==> src/include/drv_params.svh <==
`ifndef DRV_PARAMS_SVH
`define DRV_PARAMS_SVH

// ######################################################################
// Driver column geometry
// ######################################################################

// One SIN line per driver in the column
`define DRV_CHANNELS 30

// SCLK bits in one grayscale or configuration word
`define DRV_WORD_BITS 48

// Grayscale words that make up one frame
`define DRV_WORDS_PER_FRAME 16

// ######################################################################
// Latch commands, counted as trailing SCLK edges with LAT high
// ######################################################################

`define DRV_FCWRTEN_LEN 15
`define DRV_WRTFC_LEN 5
`define DRV_WRTGS_LEN 1
`define DRV_LATGS_LEN 3

// Clocks with SCLK stopped after the last bit of every frame
`define DRV_BLANK_CYCLES 80

// Clocks spent on each SOUT multiplexer position during LOD
`define DRV_LOD_DWELL 8

`endif

==> src/source/drv_pkg.sv <==
`include "drv_params.svh"

package drv_pkg;

   // One bit per driver in the column
   // Carries SIN words, framebuffer slices and the open-LED flags
   typedef logic [`DRV_CHANNELS-1:0] sin_word_t;

   // Function control word as written with WRTFC
   typedef logic [`DRV_WORD_BITS-1:0] cfg_word_t;

   // Bit position inside the word being shifted
   typedef logic [5:0] bit_idx_t;

   // Select of the external SOUT multiplexer
   typedef logic [4:0] mux_sel_t;

   // Top level mode of the controller
   typedef enum logic [1:0] {
      STALL,
      CONFIG,
      STREAM,
      LOD
   } drv_state_t;

   // Command that the current word ends with
   typedef enum logic [2:0] {
      NO_LAT,
      FCWRTEN,
      WRTFC,
      WRTGS,
      LATGS
   } lat_cmd_t;

   // What goes onto the SIN lines during a shift cycle
   typedef enum logic [1:0] {
      SIN_ZERO,
      SIN_CFG,
      SIN_FB
   } sin_src_t;

endpackage

==> src/source/driver_main_controller.sv <==
`include "drv_params.svh"

module driver_main_controller (
   input  logic               clk_33,
   input  logic               nrst,
   input  logic               start,
   input  logic               framebuffer_sync,
   input  logic               lod_req,
   input  logic               lod_done,
   output drv_pkg::drv_state_t state,
   output logic               shift_en,
   output drv_pkg::bit_idx_t  bit_idx,
   output drv_pkg::lat_cmd_t  lat_cmd,
   output drv_pkg::sin_src_t  sin_src,
   output logic               lod_start,
   output logic               stream_ready,
   output logic               driver_sclk,
   output logic               driver_gclk
);
   import drv_pkg::*;

   localparam bit_idx_t FC_LAST = bit_idx_t'(`DRV_FCWRTEN_LEN - 1);
   localparam bit_idx_t WORD_LAST = bit_idx_t'(`DRV_WORD_BITS - 1);
   localparam int WORD_W = $clog2(`DRV_WORDS_PER_FRAME);
   localparam logic [WORD_W-1:0] WORDS_LAST = WORD_W'(`DRV_WORDS_PER_FRAME - 1);
   localparam int BLANK_W = $clog2(`DRV_BLANK_CYCLES);
   localparam logic [BLANK_W-1:0] BLANK_LAST = BLANK_W'(`DRV_BLANK_CYCLES - 1);

   // Low while the FCWRTEN word goes out and high for the WRTFC word
   logic               cfg_phase;
   logic               frame_act;
   logic               blanking;
   logic [WORD_W-1:0]  word_cnt;
   logic [BLANK_W-1:0] blank_cnt;
   logic               sclk_en;
   logic               gclk_on;
   logic               frame_go;
   logic               word_end;

   // ######################################################################
   // Shift cycle decode
   // ######################################################################

   // A frame starts in the very cycle that sync is seen
   // The first slice is shifted right away so nothing has to be buffered
   assign frame_go = (state == STREAM) && stream_ready && framebuffer_sync;
   assign shift_en = (state == CONFIG) || frame_act || frame_go;

   // The FCWRTEN word is only 15 bits long and every other word is 48
   assign word_end = bit_idx == ((state == CONFIG && !cfg_phase) ? FC_LAST : WORD_LAST);

   always_comb begin
      lat_cmd = NO_LAT;
      sin_src = SIN_ZERO;
      if (state == CONFIG) begin
         lat_cmd = cfg_phase ? WRTFC : FCWRTEN;
         sin_src = cfg_phase ? SIN_CFG : SIN_ZERO;
      end else if (frame_act || frame_go) begin
         // Only the last word of a frame moves the GS data to the output bank
         lat_cmd = (word_cnt == WORDS_LAST) ? LATGS : WRTGS;
         sin_src = SIN_FB;
      end
   end

   // ######################################################################
   // Mode FSM with the bit, word and blanking counters
   // ######################################################################

   always_ff @(posedge clk_33 or negedge nrst) begin
      if (!nrst) begin
         state        <= STALL;
         bit_idx      <= '0;
         word_cnt     <= '0;
         blank_cnt    <= '0;
         cfg_phase    <= 1'b0;
         frame_act    <= 1'b0;
         blanking     <= 1'b0;
         stream_ready <= 1'b0;
         lod_start    <= 1'b0;
         gclk_on      <= 1'b0;
      end else begin
         lod_start <= 1'b0;
         case (state)
            STALL: begin
               if (start) begin
                  state     <= CONFIG;
                  cfg_phase <= 1'b0;
                  bit_idx   <= '0;
               end
            end
            CONFIG: begin
               // FCWRTEN and WRTFC run back to back with no gap
               if (word_end) begin
                  bit_idx   <= '0;
                  cfg_phase <= 1'b1;
                  if (cfg_phase) begin
                     state        <= STREAM;
                     stream_ready <= 1'b1;
                  end
               end else begin
                  bit_idx <= bit_idx + 1'b1;
               end
            end
            STREAM: begin
               if (frame_go) begin
                  // Bit 0 of word 0 is shifted in this cycle
                  stream_ready <= 1'b0;
                  frame_act    <= 1'b1;
                  bit_idx      <= bit_idx_t'(1);
               end else if (stream_ready && lod_req) begin
                  stream_ready <= 1'b0;
                  lod_start    <= 1'b1;
                  state        <= LOD;
               end else if (frame_act) begin
                  if (word_end) begin
                     bit_idx <= '0;
                     if (word_cnt == WORDS_LAST) begin
                        // LATGS has gone out so the drivers now hold valid GS data
                        frame_act <= 1'b0;
                        blanking  <= 1'b1;
                        blank_cnt <= '0;
                        word_cnt  <= '0;
                        gclk_on   <= 1'b1;
                     end else begin
                        word_cnt <= word_cnt + 1'b1;
                     end
                  end else begin
                     bit_idx <= bit_idx + 1'b1;
                  end
               end else if (blanking) begin
                  if (blank_cnt == BLANK_LAST) begin
                     blanking     <= 1'b0;
                     stream_ready <= 1'b1;
                  end else begin
                     blank_cnt <= blank_cnt + 1'b1;
                  end
               end
            end
            LOD: begin
               // The scanner's done pulse hands control back to streaming
               if (lod_done) begin
                  state        <= STREAM;
                  stream_ready <= 1'b1;
               end
            end
            default: state <= STALL;
         endcase
      end
   end

   // ######################################################################
   // Clock gating
   // ######################################################################

   // The SCLK enable trails shift_en by one clock, just like SIN and LAT
   always_ff @(posedge clk_33 or negedge nrst) begin
      if (!nrst) begin
         sclk_en <= 1'b0;
      end else begin
         sclk_en <= shift_en;
      end
   end

   // Both enables change while the inverted clock is low, so no runt pulses
   // SCLK rises mid-cycle when SIN and LAT have settled
   assign driver_sclk = ~clk_33 & sclk_en;
   assign driver_gclk = ~clk_33 & gclk_on;

   a_no_gclk_in_config: assert property (
      @(posedge clk_33) disable iff (!nrst)
      (state == CONFIG) |-> !gclk_on
   );

   a_bit_idx_range: assert property (
      @(posedge clk_33) disable iff (!nrst)
      bit_idx < bit_idx_t'(`DRV_WORD_BITS)
   );

endmodule

==> src/source/lat_command_gen.sv <==
`include "drv_params.svh"

module lat_command_gen (
   input  logic              clk_33,
   input  logic              nrst,
   input  logic              shift_en,
   input  drv_pkg::bit_idx_t bit_idx,
   input  drv_pkg::lat_cmd_t lat_cmd,
   output logic              driver_lat
);
   import drv_pkg::*;

   bit_idx_t lat_len;
   bit_idx_t word_len;
   logic     lat_next;

   // ######################################################################
   // Command lookup
   // ######################################################################

   // The drivers decode a command from how many SCLK edges see LAT high
   // LAT therefore covers the tail end of the word
   always_comb begin
      case (lat_cmd)
         FCWRTEN: begin
            // FCWRTEN is a short word that holds LAT high for every bit
            lat_len  = bit_idx_t'(`DRV_FCWRTEN_LEN);
            word_len = bit_idx_t'(`DRV_FCWRTEN_LEN);
         end
         WRTFC: begin
            lat_len  = bit_idx_t'(`DRV_WRTFC_LEN);
            word_len = bit_idx_t'(`DRV_WORD_BITS);
         end
         WRTGS: begin
            lat_len  = bit_idx_t'(`DRV_WRTGS_LEN);
            word_len = bit_idx_t'(`DRV_WORD_BITS);
         end
         LATGS: begin
            lat_len  = bit_idx_t'(`DRV_LATGS_LEN);
            word_len = bit_idx_t'(`DRV_WORD_BITS);
         end
         default: begin
            lat_len  = '0;
            word_len = bit_idx_t'(`DRV_WORD_BITS);
         end
      endcase
      lat_next = shift_en && (lat_cmd != NO_LAT) && (bit_idx >= word_len - lat_len);
   end

   // Registered alongside SIN so both are stable at the SCLK edge
   always_ff @(posedge clk_33 or negedge nrst) begin
      if (!nrst) begin
         driver_lat <= 1'b0;
      end else begin
         driver_lat <= lat_next;
      end
   end

   // LAT may only be seen in the clock that follows a shift cycle
   a_lat_only_after_shift: assert property (
      @(posedge clk_33) disable iff (!nrst)
      driver_lat |-> $past(shift_en)
   );

endmodule

==> src/source/sin_serializer.sv <==
`include "drv_params.svh"

module sin_serializer (
   input  logic               clk_33,
   input  logic               nrst,
   input  logic               start,
   input  drv_pkg::cfg_word_t config_word,
   input  drv_pkg::sin_word_t framebuffer_dat,
   input  logic               shift_en,
   input  drv_pkg::bit_idx_t  bit_idx,
   input  drv_pkg::sin_src_t  sin_src,
   output drv_pkg::sin_word_t drivers_sin
);
   import drv_pkg::*;

   localparam bit_idx_t MSB_IDX = bit_idx_t'(`DRV_WORD_BITS - 1);

   cfg_word_t cfg_q;
   bit_idx_t  cfg_sel;
   logic      cfg_bit;

   // ######################################################################
   // Configuration capture
   // ######################################################################

   // The level on config_word only has to be valid alongside start
   always_ff @(posedge clk_33) begin
      if (start) begin
         cfg_q <= config_word;
      end
   end

   // The drivers expect the function control word MSB first
   assign cfg_sel = MSB_IDX - bit_idx;
   assign cfg_bit = cfg_q[cfg_sel];

   // ######################################################################
   // SIN register
   // ######################################################################

   always_ff @(posedge clk_33 or negedge nrst) begin
      if (!nrst) begin
         drivers_sin <= '0;
      end else if (!shift_en) begin
         // Lines rest at zero between shift bursts
         drivers_sin <= '0;
      end else begin
         case (sin_src)
            // Every driver in the column gets the same configuration
            SIN_CFG: drivers_sin <= {`DRV_CHANNELS{cfg_bit}};
            // One framebuffer slice holds this bit for all 30 drivers
            SIN_FB: drivers_sin <= framebuffer_dat;
            default: drivers_sin <= '0;
         endcase
      end
   end

endmodule

==> src/source/lod_scanner.sv <==
`include "drv_params.svh"

module lod_scanner (
   input  logic               clk_33,
   input  logic               nrst,
   input  logic               lod_start,
   input  logic               driver_sout,
   output drv_pkg::mux_sel_t  driver_sout_mux,
   output logic               lod_done,
   output drv_pkg::sin_word_t lod_flags
);
   import drv_pkg::*;

   localparam mux_sel_t MUX_LAST = mux_sel_t'(`DRV_CHANNELS - 1);
   localparam int DWELL_W = $clog2(`DRV_LOD_DWELL);
   localparam logic [DWELL_W-1:0] DWELL_LAST = DWELL_W'(`DRV_LOD_DWELL - 1);

   logic               busy;
   logic               scan;
   logic [DWELL_W-1:0] dwell_cnt;
   logic               sample;

   // ######################################################################
   // Multiplexer stepping
   // ######################################################################

   // The start cycle already counts as the first dwell clock on position 0
   assign scan   = lod_start || busy;
   // SOUT is taken in the last clock of a stay so the mux has settled
   assign sample = scan && (dwell_cnt == DWELL_LAST);

   always_ff @(posedge clk_33 or negedge nrst) begin
      if (!nrst) begin
         busy            <= 1'b0;
         dwell_cnt       <= '0;
         driver_sout_mux <= '0;
         lod_done        <= 1'b0;
         lod_flags       <= '0;
      end else begin
         lod_done <= 1'b0;
         if (lod_start) begin
            busy <= 1'b1;
         end
         if (scan) begin
            dwell_cnt <= (dwell_cnt == DWELL_LAST) ? '0 : dwell_cnt + 1'b1;
         end
         if (sample) begin
            lod_flags[driver_sout_mux] <= driver_sout;
            if (driver_sout_mux == MUX_LAST) begin
               // Park on position 0 ready for the next scan
               busy            <= 1'b0;
               driver_sout_mux <= '0;
               lod_done        <= 1'b1;
            end else begin
               driver_sout_mux <= driver_sout_mux + 1'b1;
            end
         end
      end
   end

   a_mux_in_range: assert property (
      @(posedge clk_33) disable iff (!nrst)
      driver_sout_mux <= MUX_LAST
   );

endmodule

==> src/source/led_driver_top.sv <==
module led_driver_top (
   input  logic               clk_33,
   input  logic               nrst,
   input  logic               start,
   input  drv_pkg::cfg_word_t config_word,
   input  drv_pkg::sin_word_t framebuffer_dat,
   input  logic               framebuffer_sync,
   input  logic               lod_req,
   input  logic               driver_sout,
   output logic               driver_sclk,
   output logic               driver_gclk,
   output logic               driver_lat,
   output drv_pkg::sin_word_t drivers_sin,
   output drv_pkg::mux_sel_t  driver_sout_mux,
   output logic               stream_ready,
   output logic               lod_done,
   output drv_pkg::sin_word_t lod_flags
);
   import drv_pkg::*;

   // Shift cycle control shared by the LAT and SIN paths
   logic     shift_en;
   bit_idx_t bit_idx;
   lat_cmd_t lat_cmd;
   sin_src_t sin_src;
   logic     lod_start;

   // The mode output has no use at the top level and stays open
   driver_main_controller u_ctrl (
      .clk_33           (clk_33),
      .nrst             (nrst),
      .start            (start),
      .framebuffer_sync (framebuffer_sync),
      .lod_req          (lod_req),
      .lod_done         (lod_done),
      .state            (),
      .shift_en         (shift_en),
      .bit_idx          (bit_idx),
      .lat_cmd          (lat_cmd),
      .sin_src          (sin_src),
      .lod_start        (lod_start),
      .stream_ready     (stream_ready),
      .driver_sclk      (driver_sclk),
      .driver_gclk      (driver_gclk)
   );

   lat_command_gen u_lat (
      .clk_33     (clk_33),
      .nrst       (nrst),
      .shift_en   (shift_en),
      .bit_idx    (bit_idx),
      .lat_cmd    (lat_cmd),
      .driver_lat (driver_lat)
   );

   sin_serializer u_sin (
      .clk_33          (clk_33),
      .nrst            (nrst),
      .start           (start),
      .config_word     (config_word),
      .framebuffer_dat (framebuffer_dat),
      .shift_en        (shift_en),
      .bit_idx         (bit_idx),
      .sin_src         (sin_src),
      .drivers_sin     (drivers_sin)
   );

   lod_scanner u_lod (
      .clk_33          (clk_33),
      .nrst            (nrst),
      .lod_start       (lod_start),
      .driver_sout     (driver_sout),
      .driver_sout_mux (driver_sout_mux),
      .lod_done        (lod_done),
      .lod_flags       (lod_flags)
   );

endmodule

==> config.mk <==
export PLATFORM = sky130hd
export DESIGN_NAME = led_driver_top
export DESIGN_NICKNAME = d
export VERILOG_FILES = /design/src/source/drv_pkg.sv /design/src/source/driver_main_controller.sv /design/src/source/lat_command_gen.sv /design/src/source/sin_serializer.sv /design/src/source/lod_scanner.sv /design/src/source/led_driver_top.sv
export VERILOG_INCLUDE_DIRS = /design/src /design/src/include
export SDC_FILE = /design/constraint.sdc
export NUM_CORES = 1
export LEC_CHECK = 0
export ABC_CLOCK_PERIOD_IN_PS = 2500
export BUFFER_PORTS_ARGS = -buffer_cell sky130_fd_sc_hd__buf_2
export CAP_MARGIN = 15
export CORE_ASPECT_RATIO = 0.5
export CORE_MARGIN = 2
export CORE_UTILIZATION = 35
export DETAILED_ROUTE_END_ITERATION = 16
export PLACE_DENSITY = 0.57
export RECOVER_POWER = 100
export SLEW_MARGIN = 20
export SYNTH_ARGS = -nofsm -noshare
export SYNTH_HDL_FRONTEND = slang
export SYNTH_SLANG_ARGS = --single-unit
==> constraint.sdc <==
create_clock -name clk_33 -period 2.5 [get_ports clk_33]
set_clock_uncertainty 0.05 [all_clocks]
set_input_delay 0.25 -clock clk_33 [delete_from_list [all_inputs] [get_ports clk_33]]
set_output_delay 0.25 -clock clk_33 [all_outputs]
set_load 0.1 [all_outputs]
==> results.cfg <==
[run_status]
status = finished, final reports clean

[floorplanning]
placeableCoreArea_sq_um = 18500
die_height_um = 101
die_width_um = 199
core.rowCount = 35
die_area_sq_um = 20200
ioPinCount = 154
start_util_pct = 35.9

[logic_synthesis]
syn_area_sq_um = 6650
syn_avg_cell_area_sq_um = 12.8
synth_top_cell_by_area = dfrtp_1
yosysTopAreaCellShare_pct = 36.5
synthFlopType = dfrtp_1
syn-num-nets = 626
synth-edff-count = 48
synth_area_leaders = dfrtp_1, edfxtp_1, mux2_2, o211ai_2, ha_1
synth_commonest_cells = dfrtp_1, edfxtp_1, nand2_1
synth-async-reset-ratio_pct = 66.9
synth-seq-cells = 145
yosys_warnings = 0
synthCells = 521
ys_types = 48
seq_area_frac_synth_pct = 58.2
yosysMostFrequentCell = dfrtp_1

[routing]
post_drt_via_cell_ratio = 4.75
wl_per_cell_um = 15.4
routed_wl_um = 16100
dr.pass1.iters = 4
via_count = 4956
drcViolationCount = 0
detail-route-antenna-nets = 0
drt_iter0_drc = 228

[place]
dp_hpwl_um = 10500
dpl.cell_count = 926
io_buffers = 153
routabilityCongestion = 0.787

[grt]
grt_pass1_wl_um = 25900
grt-ovfl-total = 0
antenna_found_initial = 0
grt_start_max_net_pins = 50
grtUsageTotal_pct = 16.7
grt_pass1_vias = 5029

[power]
leakagePower_nw = 3.99
p_total_w = 0.00855
ir_worst_vdd_v = 0.000581
powerDensity_nw_per_um2 = 937

[cells_and_area]
fill_cells = 1731
drive_above_1_share_pct = 25.4
fin_cells = 1044
area_growth_pct = 37.2
fin_nets = 877
antenna_cells = 0

[sta]
fin_crit_sh_pct = 95.0
period_needed_ns = 2.38
hold_violations = 0
final.setup.tns_ns = 0
slew_violations = 0
setup_viol = 0
worstMarginPinSlew_ns = 1.26
fmax_mhz = 425
slew_headroom_pct = 16.4
whs_ns = 0.0367
rsz0062_at_grt = no

[critical_path]
worstSetupPathType = clk2out
endpoint_kind = output port
critPathMaxFanout = 2
critPathRequiredTime_ns = 2.20
cp_data_arrival_time_ns = 2.08
crit_path_start_kind = clock port

[flow_run]
max-cap-violations = 0

[cts]
cts_tree = done
clock_latency_ns = 0.53
clkTransAtPathRegs_ns = 0.06

[min_path]
hp-class = in2reg
worst max-delay path, stage by stage:
cell	delay [ns]
clkbuf_16	0.13
clkbuf_16	0.13
nor2b_2	0.09
clkbuf_2	0.47
metrics by stage:
step,cell area (sq um),setup WS (ns),util [%]
after floorplan,6660,0.0554,-
after global placement,7840,0.112,42.3
after detailed placement,7840,0.0105,42.3
after CTS,9350,0.00181,50.4
after global routing,9120,0.0125,49.2
final,9120,0.124,49.2
path summary, 6_finish.rpt:
path	start	end	slack [ns]	cells past startpoint
setup / recovery	clk_33	driver_sclk	0.12	4
hold / removal	lod_req	u_ctrl.lod_start	0.04	3
setup reg to reg	u_ctrl.state[1]	u_ctrl.blank_cnt[0]	0.15	10
hold reg to reg	u_ctrl.gclk_on	u_ctrl.gclk_on	0.42	1
max in group asynchronous	nrst	u_lod.driver_sout_mux[4]	0.78	3
min in group asynchronous	nrst	u_ctrl.state[0]	0.16	2
state kept, by name, indices dropped and copies added (netlist names):
signal                 count
u_ctrl.blanking            1
u_ctrl.lod_start           1
u_lod.driver_sout_mux      5
u_ctrl.bit_idx             6
u_sin.drivers_sin         30
u_sin.cfg_q               48
u_ctrl.state               2
u_lat.driver_lat           1
u_lod.dwell_cnt            3
u_ctrl.gclk_on             1
u_ctrl.word_cnt            4
u_ctrl.stream_ready        1
u_lod.busy                 1
u_lod.lod_done             1
u_ctrl.frame_act           1
u_ctrl.cfg_phase           1
u_ctrl.sclk_en             1
u_ctrl.blank_cnt           7
u_lod.lod_flags           30
metal layers:
layer	up-vias	global-route usage [%]	share of wire (%)
li1	2387	-	-
met1	2433	21.9	46
met2	110	26.6	48
met5	-	0	0
met3	26	4.13	4.2
met4	0	7.58	2.0
placed cells by master, fill, tap and decap left out, types with 4 or more instances in the layout:
cell type / instances
and2_1: 4
nand3_1: 15
nand2_1: 48
nand4_1: 9
nor2b_1: 6
ha_1: 19
nand3b_1: 5
a21oi_1: 14
o211ai_2: 5
nor4_1: 5
buf_4: 17
clkbuf_2: 7
o21ai_0: 16
buf_2: 75
dlygate4sd3_1: 79
xor2_1: 10
nand2b_1: 5
clkbuf_1: 77
edfxtp_1: 48
inv_1: 12
o211ai_1: 25
clkbuf_16: 23
nor2_1: 42
mux2_2: 34
mux2i_1: 23
dfrtp_1: 96
a22oi_1: 6
logic make-up (layout without fill, tap and decap cells):
logic type / count (synthesis) / after routing / share of synthesized area (%)
adder cells (fa/ha/maj): 21 / 21 / 3.95
AO/OA/AOI/OAI: 83 / 83 / 11.2
buffers and inverters: 42 / 306 / 3.14
multiplexers: 61 / 61 / 10.5
AND/OR/NAND/NOR: 156 / 156 / 11.4
flip-flops: 145 / 145 / 58.2
XOR/XNOR: 13 / 13 / 1.71
where the power goes:
group / internal, W / switching, W / total [W]
Combinational: 0.000700 / 0.00179 / 0.00249
Clock: 0.00192 / 0.00123 / 0.00315
Sequential: 0.00271 / 0.000193 / 0.00291
cell type report:
| class | count | area, sq um | area share [%] |
|---|---|---|---|
| inverter | 13 | 48.8 | 0.535 |
| timing repair buffer | 255 | 1660 | 18.2 |
| sequential | 145 | 3870 | 42.4 |
| multi-input combinational | 334 | 2490 | 27.3 |
| clock buffer | 28 | 607 | 6.65 |
| tap | 259 | 324 | 3.55 |
| clock inverter | 10 | 123 | 1.34 |
timing repair:
item	in CTS	in global routing
resized for setup	0	7
setup buffers	0	3
hold buffers	79	0
endpoints found under the hold margin	108	0
setup endpoints to repair	0	18
(Power assumes the default switching activity.)
